--- src/common/nlc_params.svh ---
`ifndef NLC_PARAMS_SVH
`define NLC_PARAMS_SVH

// Channel count and sample width at the ADC side
`define NLC_NUM_CH 4
`define NLC_SAMPLE_W 21

// Fixed-point format of constants and arithmetic
`define NLC_WORD_W 32
`define NLC_FRAC 16

// neg_mean, recip_stdev, then coeff_5 down to coeff_0
`define NLC_WORDS_PER_CH 8
`define NLC_ORDER 5

`endif

--- src/common/nlc_pkg.sv ---
`include "nlc_params.svh"

package nlc_pkg;

	typedef logic signed [`NLC_SAMPLE_W-1:0] sample_t;
	typedef logic signed [`NLC_WORD_W-1:0] word_t;
	typedef logic [$clog2(`NLC_NUM_CH)-1:0] ch_idx_t;

	// channel * 8 + slot
	// slots: 0 neg_mean, 1 recip_stdev, 2..7 coeff_5..coeff_0
	typedef logic [$clog2(`NLC_NUM_CH*`NLC_WORDS_PER_CH)-1:0] cfg_addr_t;

	typedef enum logic [2:0] {
		OP_NONE,
		OP_CENTER,
		OP_SCALE,
		OP_LOAD,
		OP_MAC
	} dp_op_t;

	typedef enum logic {S_IDLE, S_RUN} seq_state_t;

endpackage

--- src/verilog/sample_capture.sv ---
`timescale 1ns/1ps
`include "nlc_params.svh"

module sample_capture (
	input logic clk,
	input logic rst,
	input logic capture,
	input logic [`NLC_NUM_CH*`NLC_SAMPLE_W-1:0] x_adc,
	input nlc_pkg::ch_idx_t ch,
	output nlc_pkg::sample_t sample
);
	import nlc_pkg::*;

	sample_t samples [`NLC_NUM_CH];

	always_ff @(posedge clk) begin
		if (rst) begin
			for (int i = 0; i < `NLC_NUM_CH; i++) begin
				samples[i] <= '0;
			end
		end else if (capture) begin
			// Whole frame at once, channel 0 in the low bits
			for (int i = 0; i < `NLC_NUM_CH; i++) begin
				samples[i] <= x_adc[i*`NLC_SAMPLE_W +: `NLC_SAMPLE_W];
			end
		end
	end

	assign sample = samples[ch];

endmodule

--- src/verilog/coeff_table.sv ---
`timescale 1ns/1ps
`include "nlc_params.svh"

module coeff_table (
	input logic clk,
	input logic rst,
	input logic cfg_we,
	input nlc_pkg::cfg_addr_t cfg_addr,
	input nlc_pkg::word_t cfg_data,
	input nlc_pkg::ch_idx_t ch,
	input logic [$clog2(`NLC_WORDS_PER_CH)-1:0] word,
	output nlc_pkg::word_t operand
);
	import nlc_pkg::*;

	localparam int DEPTH = `NLC_NUM_CH * `NLC_WORDS_PER_CH;

	word_t regs [DEPTH];
	cfg_addr_t rd_addr;

	always_ff @(posedge clk) begin
		if (rst) begin
			for (int i = 0; i < DEPTH; i++) begin
				regs[i] <= '0;
			end
		end else if (cfg_we) begin
			regs[cfg_addr] <= cfg_data;
		end
	end

	// Channel in the upper bits, slot below
	assign rd_addr = {ch, word};
	assign operand = regs[rd_addr];

endmodule

--- src/nlc_engine/nlc_sequencer.sv ---
`timescale 1ns/1ps
`include "nlc_params.svh"

module nlc_sequencer (
	input logic clk,
	input logic rst,
	input logic srdyi,
	output logic capture,
	output logic busy,
	output nlc_pkg::ch_idx_t ch,
	output logic [$clog2(`NLC_WORDS_PER_CH)-1:0] word,
	output nlc_pkg::dp_op_t op,
	output logic res_we,
	output nlc_pkg::ch_idx_t res_ch,
	output logic frame_done
);
	import nlc_pkg::*;

	// center, scale, load, then one MAC per remaining coefficient
	localparam int LAST_STEP = `NLC_ORDER + 2;
	localparam int LAST_CH = `NLC_NUM_CH - 1;

	seq_state_t state;
	logic [$clog2(`NLC_WORDS_PER_CH)-1:0] step;
	logic step_last;
	logic ch_last;

	assign capture = (state == S_IDLE) && srdyi;
	assign busy = (state == S_RUN);
	assign step_last = (step == LAST_STEP);
	assign ch_last = (ch == LAST_CH);
	assign word = step; // step number doubles as table slot

	always_comb begin
		op = OP_NONE;
		if (busy && !frame_done) begin // idle during the tail cycle
			case (step)
				0: op = OP_CENTER;
				1: op = OP_SCALE;
				2: op = OP_LOAD;
				default: op = OP_MAC;
			endcase
		end
	end

	always_ff @(posedge clk) begin
		if (rst) begin
			state <= S_IDLE;
			ch <= '0;
			step <= '0;
			res_we <= 1'b0;
			res_ch <= '0;
			frame_done <= 1'b0;
		end else begin
			res_we <= 1'b0;
			frame_done <= 1'b0;
			case (state)
				S_IDLE: begin
					if (srdyi) begin
						state <= S_RUN;
						ch <= '0;
						step <= '0;
					end
				end
				S_RUN: begin
					if (frame_done) begin
						state <= S_IDLE;
					end else if (step_last) begin
						// acc is final after this edge, write it on the next
						step <= '0;
						res_we <= 1'b1;
						res_ch <= ch;
						if (ch_last) begin
							frame_done <= 1'b1;
							ch <= '0;
						end else begin
							ch <= ch + 1'b1;
						end
					end else begin
						step <= step + 1'b1;
					end
				end
				default: state <= S_IDLE;
			endcase
		end
	end

endmodule

--- src/nlc_engine/horner_datapath.sv ---
`timescale 1ns/1ps
`include "nlc_params.svh"

module horner_datapath (
	input logic clk,
	input logic rst,
	input nlc_pkg::dp_op_t op,
	input nlc_pkg::sample_t sample,
	input nlc_pkg::word_t operand,
	output nlc_pkg::word_t acc
);
	import nlc_pkg::*;

	word_t z;
	word_t sample_ext;
	word_t mul_a;
	word_t mul_b;
	word_t mul_q;
	logic signed [2*`NLC_WORD_W-1:0] prod;
	logic signed [2*`NLC_WORD_W-1:0] prod_sh;

	assign sample_ext = {{(`NLC_WORD_W-`NLC_SAMPLE_W){sample[`NLC_SAMPLE_W-1]}}, sample};

	// One multiplier, shared by the scale step and the Horner MAC
	assign mul_a = (op == OP_MAC) ? acc : z;
	assign mul_b = (op == OP_MAC) ? z : operand;
	assign prod = mul_a * mul_b;
	assign prod_sh = prod >>> `NLC_FRAC;
	assign mul_q = prod_sh[`NLC_WORD_W-1:0]; // wraps like the model

	always_ff @(posedge clk) begin
		if (rst) begin
			z <= '0;
			acc <= '0;
		end else begin
			case (op)
				OP_CENTER: z <= sample_ext + operand;
				OP_SCALE: z <= mul_q;
				OP_LOAD: acc <= operand; // coeff_5
				OP_MAC: acc <= mul_q + operand;
				default: ;
			endcase
		end
	end

endmodule

--- src/verilog/result_store.sv ---
`timescale 1ns/1ps
`include "nlc_params.svh"

module result_store (
	input logic clk,
	input logic rst,
	input logic res_we,
	input nlc_pkg::ch_idx_t res_ch,
	input nlc_pkg::word_t acc,
	input logic frame_done,
	output logic [`NLC_NUM_CH*`NLC_SAMPLE_W-1:0] x_lin,
	output logic srdyo
);
	import nlc_pkg::*;

	localparam word_t SAT_MAX = word_t'((1 << (`NLC_SAMPLE_W-1)) - 1);
	localparam word_t SAT_MIN = -SAT_MAX - 1;

	sample_t sat;

	// Clamp to the signed sample range
	always_comb begin
		if (acc > SAT_MAX) begin
			sat = SAT_MAX[`NLC_SAMPLE_W-1:0];
		end else if (acc < SAT_MIN) begin
			sat = SAT_MIN[`NLC_SAMPLE_W-1:0];
		end else begin
			sat = acc[`NLC_SAMPLE_W-1:0];
		end
	end

	always_ff @(posedge clk) begin
		if (rst) begin
			x_lin <= '0;
			srdyo <= 1'b0;
		end else begin
			srdyo <= frame_done; // same edge as the last write
			if (res_we) begin
				x_lin[res_ch*`NLC_SAMPLE_W +: `NLC_SAMPLE_W] <= sat;
			end
		end
	end

endmodule

--- src/verilog/nlc_controller.sv ---
`timescale 1ns/1ps
`include "nlc_params.svh"

module nlc_controller (
	input logic clk,
	input logic rst,
	input logic srdyi,
	input logic [`NLC_NUM_CH*`NLC_SAMPLE_W-1:0] x_adc,
	input logic cfg_we,
	input nlc_pkg::cfg_addr_t cfg_addr,
	input nlc_pkg::word_t cfg_data,
	output logic [`NLC_NUM_CH*`NLC_SAMPLE_W-1:0] x_lin,
	output logic srdyo,
	output logic busy
);
	import nlc_pkg::*;

	logic capture;
	ch_idx_t ch;
	logic [$clog2(`NLC_WORDS_PER_CH)-1:0] word;
	dp_op_t op;
	logic res_we;
	ch_idx_t res_ch;
	logic frame_done;
	sample_t sample;
	word_t operand;
	word_t acc;

	// Input side
	sample_capture i_sample_capture (
		.clk (clk),
		.rst (rst),
		.capture (capture),
		.x_adc (x_adc),
		.ch (ch),
		.sample (sample)
	);

	coeff_table i_coeff_table (
		.clk (clk),
		.rst (rst),
		.cfg_we (cfg_we),
		.cfg_addr (cfg_addr),
		.cfg_data (cfg_data),
		.ch (ch),
		.word (word),
		.operand (operand)
	);

	nlc_sequencer i_nlc_sequencer (
		.clk (clk),
		.rst (rst),
		.srdyi (srdyi),
		.capture (capture),
		.busy (busy),
		.ch (ch),
		.word (word),
		.op (op),
		.res_we (res_we),
		.res_ch (res_ch),
		.frame_done (frame_done)
	);

	horner_datapath i_horner_datapath (
		.clk (clk),
		.rst (rst),
		.op (op),
		.sample (sample),
		.operand (operand),
		.acc (acc)
	);

	// Output side
	result_store i_result_store (
		.clk (clk),
		.rst (rst),
		.res_we (res_we),
		.res_ch (res_ch),
		.acc (acc),
		.frame_done (frame_done),
		.x_lin (x_lin),
		.srdyo (srdyo)
	);

endmodule

--- config.mk ---
export PLATFORM = sky130hd
export DESIGN_NAME = nlc_controller
export DESIGN_NICKNAME = d
export VERILOG_FILES = /design/src/common/nlc_pkg.sv /design/src/verilog/sample_capture.sv /design/src/verilog/coeff_table.sv /design/src/nlc_engine/nlc_sequencer.sv /design/src/nlc_engine/horner_datapath.sv /design/src/verilog/result_store.sv /design/src/verilog/nlc_controller.sv
export VERILOG_INCLUDE_DIRS = /design/src /design/src/common
export SDC_FILE = /design/constraint.sdc
export NUM_CORES = 2
export LEC_CHECK = 0
export BUFFER_PORTS_ARGS = -buffer_cell sky130_fd_sc_hd__buf_2
export CORE_ASPECT_RATIO = 0.75
export CORE_UTILIZATION = 60
export CTS_BUF_LIST = sky130_fd_sc_hd__clkbuf_2 sky130_fd_sc_hd__clkbuf_4 sky130_fd_sc_hd__clkbuf_8
export DETAILED_ROUTE_END_ITERATION = 6
export GPL_TIMING_DRIVEN = 0
export PLACE_DENSITY = 0.81
export REMOVE_ABC_BUFFERS = 1
export SLEW_MARGIN = 20
export SYNTH_ARGS = -nofsm -noshare
export SYNTH_HDL_FRONTEND = slang
export SYNTH_SLANG_ARGS = --single-unit
export TNS_END_PERCENT = 1
--- constraint.sdc ---
create_clock -name clk -period 14.5 [get_ports clk]
set_clock_uncertainty 0.15 [all_clocks]
set_input_delay 0 -clock clk [delete_from_list [all_inputs] [get_ports clk]]
set_output_delay 0 -clock clk [all_outputs]
set_load 0.03 [all_outputs]
== After elaboration in Yosys (flattened, before gate mapping) ==
Memory sizes are Yosys's and may differ from the RTL's. A register that Yosys moved wholly into a read port is not among the register bits.
Index checks and enable logic that the tools add are counted.
W data, S select, Z words.

* Output and inout bits: 86
* RAM bits: 1108
* Register bits: 159
* Bits of input ports: 125
* Memories: 2

* Magnitude comparators: 2
* Multiplexer cells: 40
* Eq/ne operators: 11
* Bitwise logic cells: 7
* Shifts and indexed selects: 2
* Reductions and logical operators: 12
* Multiply operators: 2
* $add $sub $neg: 5

{| class="wikitable"
|+ Memories
! memory !! depth !! bits a word !! rd ports !! clocked after Yosys merged registers in !! write ports !! RTL line !! RTL
|-
| i_coeff_table.regs || 32 || 32 || 1 || 0 || 32 || coeff_table.sv:18 || <nowiki>word_t regs [DEPTH];</nowiki>
|-
| i_sample_capture.samples || 4 || 21 || 1 || 1 || 4 || sample_capture.sv:14 || <nowiki>sample_t samples [`NLC_NUM_CH];</nowiki>
|}

{| class="wikitable"
|+ Operator list
! cell !! number
|-
| $pmux W32 S2 || 2
|-
| $mux W21 || 6
|-
| $mux W32 || 3
|-
| $bwmux W84 || 1
|-
| $shift A21 B34 Y84 const A || 1
|-
| $shiftx A21 B34 Y84 || 1
|-
| $mul A32 B32 Y48 || 1
|-
| $neg A7 Y34 || 1
|-
| $add A21 B32 Y32 || 1
|-
| $add A32 B32 Y32 || 1
|-
| $gt A32 B21 Y1 const B || 1
|-
| $lt A32 B21 Y1 const B || 1
|-
| $reduce_or A32 Y1 || 1
|-
| $mux W1 || 13
|-
| $mux W2 || 6
|-
| $mux W3 || 4
|-
| $eq A3 B2 Y1 const B || 3
|-
| $pmux W3 S3 || 1
|-
| $mul A2 B5 Y7 const B || 1
|-
| $eq A3 B1 Y1 const B || 2
|-
| $eq A3 B3 Y1 const B || 2
|-
| $ne A2 B2 Y1 const B || 3
|-
| $pmux W3 S2 || 1
|-
| $reduce_and A3 Y1 || 2
|-
| 15 further kinds || 22
|}

== Depth between registers and ports, before layout ==
* Depth after elaboration: 8
* Gate-level depth with buffers: 61
* Mapped depth without buffers: 48

== Cells and area by module ==
Synthesis repeated with hierarchy kept, for this count alone.

* Cells, all modules: 8250
* Area, all modules: 90047.6 µm²

{| class="wikitable"
|+ Modules (own cells, without submodules)
! module !! cells each !! area each (µm²) !! instances
|-
| coeff_table || 3482 || 47604.4 || 1
|-
| horner_datapath || 4101 || 34610.7 || 1
|-
| sample_capture || 212 || 3848.7 || 1
|-
| result_store || 401 || 3498.4 || 1
|-
| nlc_sequencer || 54 || 485.5 || 1
|}

== Worst setup path after synthesis ==
No wires, ideal clock.

* Kind: register to register
* Start: register i_nlc_sequencer.step[1] (netlist: i_nlc_sequencer.word[1])
* End: register i_horner_datapath.acc[30]
* Period minus slack after synthesis: 13.522 ns
* Library setup time: 0.128 ns
* Required time: 14.222 ns
* Stages on the path, launching flop included: 57
* Slack: 0.978 ns
* Arrival time: 13.244 ns
* Cell sequence: dfxtp_1 -> buf_4 -> buf_6 -> buf_6 -> buf_6 -> buf_4 -> buf_1 -> buf_1 -> clkbuf_1 -> inv_1 -> ha_1 -> nor4b_2 -> o21ai_2 -> buf_2 -> buf_2 -> buf_2 -> clkbuf_1 -> clkbuf_1 -> [21 not listed] -> o21bai_1 -> xor2_1 -> ha_1 -> fa_1 -> a21o_1 -> a21o_1 -> a21o_1 -> a21o_1 -> a211oi_1 -> o211ai_1 -> a211oi_1 -> a21oi_1 -> a41o_1 -> nor4_1 -> o31ai_1 -> xor2_1 -> a21oi_1 -> nor2_1

* Cells in the longest elaborated chain, start to end: 8

{| class="wikitable"
|+ Ends and longest elaborated chain
! what !! RTL line !! RTL
|-
| start: declaration || nlc_sequencer.sv:24 || <nowiki>logic [$clog2(`NLC_WORDS_PER_CH)-1:0] step;</nowiki>
|-
| start signal: assignment || nlc_sequencer.sv:80 || <nowiki>step <= step + 1'b1;</nowiki>
|-
| $eq A3 B2 Y1, or another cell as far along || nlc_sequencer.sv:37 || <nowiki>case (step)</nowiki>
|-
| $pmux W3 S3 || nlc_sequencer.sv:37 ||
|-
| $mux W3 || nlc_sequencer.sv:36 || <nowiki>if (busy && !frame_done) begin</nowiki>
|-
| $eq A3 B3 Y1 || horner_datapath.sv:25, horner_datapath.sv:26, horner_datapath.sv:36 ||
|-
| $mux W32 (on tied branches) || horner_datapath.sv:25, horner_datapath.sv:26 ||
|-
| $mul A32 B32 Y48 || horner_datapath.sv:27 || <nowiki>assign prod = mul_a * mul_b;</nowiki>
|-
| $add A32 B32 Y32 || horner_datapath.sv:40 || <nowiki>OP_MAC: acc <= mul_q + operand;</nowiki>
|-
| $pmux W32 S2 || horner_datapath.sv:36 || <nowiki>case (op)</nowiki>
|-
| end signal: assignment || horner_datapath.sv:39 || <nowiki>OP_LOAD: acc <= operand;</nowiki>
|-
| end signal: assignment || horner_datapath.sv:40 ||
|-
| end: declaration || horner_datapath.sv:10 || <nowiki>output nlc_pkg::word_t acc</nowiki>
|}

Several ways; a longest one is shown, not always the timed one.
A chain may end at the register's enable or synchronous reset.

== Final worst setup path ==
* Start: register i_nlc_sequencer.step[0] (netlist: i_nlc_sequencer.word[0])
* End: register i_horner_datapath.acc[30]

The elaborated chain is that of the path after synthesis.

==> out/results.md <==
| Metric | Reported |
| --- | --- |
| Result of the run | finished with violations |
| Violations in the final reports | antenna violations, design-rule violations |
| First-pass GRT wire length | 438 mm |
| Average cell area after synthesis | 11.7 um2 |
| DIE WIDTH | 445 um |
| Slew Limit Fails | 0 |
| Hold Crit Endpoint | i_coeff_table.regs[10][25] |
| Placed inst area | 95600 um2 |
| Signed area change from the synthesized netlist to the final layout | 15.5% |
| Setup Crit Path Kind | reg2reg |
| Final Hold Slack | 0.0802 ns |
| Unique cell type count in the Yosys netlist | 76 |
| Worst hold start | cfg_data[25] |
| Floorplan die height | 334 um |
| HPWL after detailed placement | 199 mm |
| PortBufs | 210 |
| Cell area after technology mapping | 88300 um2 |
| Final critical path time including I/O delays and setup | 14.27 ns |
| Clk sinks | 1269 |
| Grt ovf | 0 |
| Worst path slowest cell | sky130_fd_sc_hd__mux2i_2 |
| Period utilization | 0.984 |
| Average via count per standard cell | 6.54 |
| Worst Hold Path Cells | 3 |
| Drt pass-1 iters | 7 |
| Share of layout cells above drive strength 1 | 0.149 |
| Critical Path Source | i_nlc_sequencer.word[0] |
| Die area | 149000 um2 |
| Worst-path fanout max | 35 |
| Slew headroom | 0.109 |
| Standard cell core area | 146000 um2 |
| Async set-or-reset flop fraction in the synthesized netlist | 0 |
| Worst setup slack for register-to-register paths | 0.23 ns |
| Highest-count cells in the layout ignoring fill and taps | sky130_fd_sc_hd__and2_1 (1153), sky130_fd_sc_hd__edfxtp_1 (1108), sky130_fd_sc_hd__fa_1 (840) |
| Area of all placed cells without fillers | 102000 um2 |
| Met3 Wirelength | 50.5 mm |
| Number of CTS-inserted buffers | 188 |
| Transition time at the pin with the least slew margin | 1.33 ns |
| Post-Syn Instances | 7577 |
| Top Layer Used | met5 |
| Post-layout utilization of the core | 0.701 |
| Number of H-tree levels | 4 |
| Tightest Hold Check Type | in2reg |
| Pin count of the biggest net entering global routing | 84 |
| Largest stage delay on the critical path | 0.80 ns |
| Commonest non-fill, non-tap cell in the layout | sky130_fd_sc_hd__and2_1 |
| Source-to-sink clock delay at the later pin of the worst-skew pair | 0.99 ns |
| Most area-consuming cells after synthesis | sky130_fd_sc_hd__edfxtp_1 (38%), sky130_fd_sc_hd__fa_1 (19%), sky130_fd_sc_hd__and2_1 (8.2%), sky130_fd_sc_hd__mux4_2 (7.1%), sky130_fd_sc_hd__dfxtp_1 (3.6%) |
| Number of synthesized flops with an enable pin | 1108 |
| All-layer global routing usage | 0.407 |
| Clock tree from TritonCTS | yes |
| Final nets | 9087 |
| Predominant post-synthesis flop cell | sky130_fd_sc_hd__edfxtp_1 |
| Starting density of the core | 0.606 |
| Via count of the first global-routing pass | 67600 |
| Synthesis-stage register bit count | 1269 |
| Register area share after synthesis | 0.413 |
| DR vias | 65600 |
| CP Data Required Time | 15.21 ns |
| Initial detailed-routing violation count | 11100 |
| Number of antenna violations at the first check in global routing | 27 |
| Library cell with the largest summed area after synthesis | sky130_fd_sc_hd__edfxtp_1 |
| Met2 wire length | 125 mm |
| Setup violations, final | 0 |
| Drt total wl | 300 mm |
| Met1 WL | 99.3 mm |
| RD Place Congestion | 1.04 |
| Destination of the worst register-to-register timing path | i_horner_datapath.acc[30] |
| CP arrival | 14.98 ns |
| Worst R2R Start | i_nlc_sequencer.word[0] |
| Warnings from Yosys | 0 |
| Number of rows created at floorplan | 121 |
| Number of nets still failing antenna checks after routing | 2 |
| Post-CTS clock slew at the launch and capture registers of the worst setup and hold paths | 0.07 ns |
| Number of top-level pins | 211 |
| Number of max-cap violations | 0 |
| Most common cell type on the critical path | sky130_fd_sc_hd__fa_1 |
| Worst Reg2Reg Path Length in Cells | 42 |
| Aggregate negative setup slack | 0 ns |
| Sort of element at the end of the critical path | flip-flop |
| Final routed DRC violation total | 23 |
| Post-DR wirelength/cell | 29.9 um |
| Clock Root Buffer | sky130_fd_sc_hd__clkbuf_8 |
| RSZ-0062 raised after global routing | false |
| Worst setup SP type | flip-flop |
| Proportion of netlist area held by the largest area contributor | 0.377 |
| F_max | 70.1 MHz |
| Clock buffer depth | 3 |
| Number of hold-slack violations in the final timing report | 0 |
| Final-layout fill cell count | 9209 |
## how the worst max path moves through the flow
stage                                      to  slack (ns)  cells after the start
floorplan           i_horner_datapath.acc[30]       -9.06                     42
global placement    i_horner_datapath.acc[30]      -18.06                     43
detailed placement  i_horner_datapath.acc[30]       -0.01                     47
CTS                 i_horner_datapath.acc[30]        0.20                     47
global route        i_horner_datapath.acc[30]        0.01                     42
finish              i_horner_datapath.acc[30]        0.23                     42
## synthesized netlist by cell type, types with 12 or more instances
master and n:
sky130_fd_sc_hd__mux4_2 280, sky130_fd_sc_hd__a31oi_1 12, sky130_fd_sc_hd__o21a_1 15, sky130_fd_sc_hd__a21o_1 76, sky130_fd_sc_hd__buf_4 19, sky130_fd_sc_hd__a221oi_1 19, sky130_fd_sc_hd__buf_2 26, sky130_fd_sc_hd__o21bai_1 14
sky130_fd_sc_hd__mux2i_1 128, sky130_fd_sc_hd__nand2b_1 144, sky130_fd_sc_hd__xor2_1 39, sky130_fd_sc_hd__nand4_1 20, sky130_fd_sc_hd__a211oi_1 33, sky130_fd_sc_hd__buf_1 20, sky130_fd_sc_hd__and2_1 1153, sky130_fd_sc_hd__nand2_1 446
sky130_fd_sc_hd__nor3_1 36, sky130_fd_sc_hd__a21oi_1 155, sky130_fd_sc_hd__xnor2_1 86, sky130_fd_sc_hd__edfxtp_1 1108, sky130_fd_sc_hd__fa_1 840, sky130_fd_sc_hd__or2_2 12, sky130_fd_sc_hd__inv_1 828, sky130_fd_sc_hd__dfxtp_1 161
sky130_fd_sc_hd__nand3_1 35, sky130_fd_sc_hd__ha_1 238, sky130_fd_sc_hd__nor2_1 752, sky130_fd_sc_hd__o21ai_0 127, sky130_fd_sc_hd__nor2b_1 33, sky130_fd_sc_hd__clkbuf_1 462, sky130_fd_sc_hd__a22oi_1 119
## cells by family (layout without fill, tap and decap cells)
logic type / after synthesis / after routing / share of synthesized area
multiplexers: 411 / 411 / 0.0864
AO/OA/AOI/OAI: 642 / 642 / 0.0472
other: 0 / 21 / 0
AND/OR/NAND/NOR: 2685 / 2685 / 0.156
flip-flops: 1269 / 1269 / 0.413
adder cells (fa/ha/maj): 1078 / 1078 / 0.224
buffers and inverters: 1365 / 1829 / 0.0601
XOR/XNOR: 127 / 127 / 0.0129
## through the flow
step / cells / worst slack (ns)
after floorplan: 7040 / -9.06
after global placement: 9218 / -18.06
after detailed placement: 9423 / -0.0145
after CTS: 10000 / 0.201
after global routing: 10000 / 0.0135
final: 10000 / 0.230
## critical path, delay by kind of cell, from the launching register on
kind	cells	cell delay, ns
fa+ha+maj	10	4.56
mux	3	1.93
simple gates	8	1.37
flops	1	0.66
xor+xnor	2	0.79
buf+inv	8	1.46
compound gates	11	3.08
## final cells by class
class,count,area (um2),share of cell area
clock inverters,83,659,0.00646
diodes,21,52.6,0.000515
flip-flops and latches,1269,36500,0.358
well taps,1968,2460,0.0241
inverters,828,3120,0.0306
repair buffers,654,8090,0.0793
multi-input cells,4943,47900,0.469
clock buffers,264,3230,0.0317
## layer usage
| layer | up-vias | global-route usage |
|---|---|---|
| li1 | 25700 | - |
| met1 | 32100 | 0.509 |
| met2 | 6054 | 0.575 |
| met3 | 1696 | 0.174 |
| met4 | 20 | 0.274 |
| met5 | - | 0.00583 |
## registers in the layout (all words and copies together), names as in the netlist, named ones only
name                        count
i_nlc_sequencer.word            3
i_sample_capture.samples       84
i_nlc_sequencer.res_we          1
i_nlc_sequencer.frame_done      1
i_nlc_sequencer.ch              2
i_coeff_table.regs           1024
i_result_store.x_lin           84
i_nlc_sequencer.busy            1
i_result_store.srdyo            1
i_horner_datapath.z            32
i_nlc_sequencer.res_ch          2
i_horner_datapath.acc          32
## repair_timing
item / in CTS / in global routing
resized for setup: 1 / 7
buffers inserted: 0 / 1
gates cloned: 0 / 0
endpoints found under the setup margin: 2 / 10
hold buffers: 237 / 0
endpoints found under the hold margin: 1306 / 0
Power is left out: the tool's default activity adds up to more than one toggle a clock period on the data nets, which glitch-free logic cannot reach.
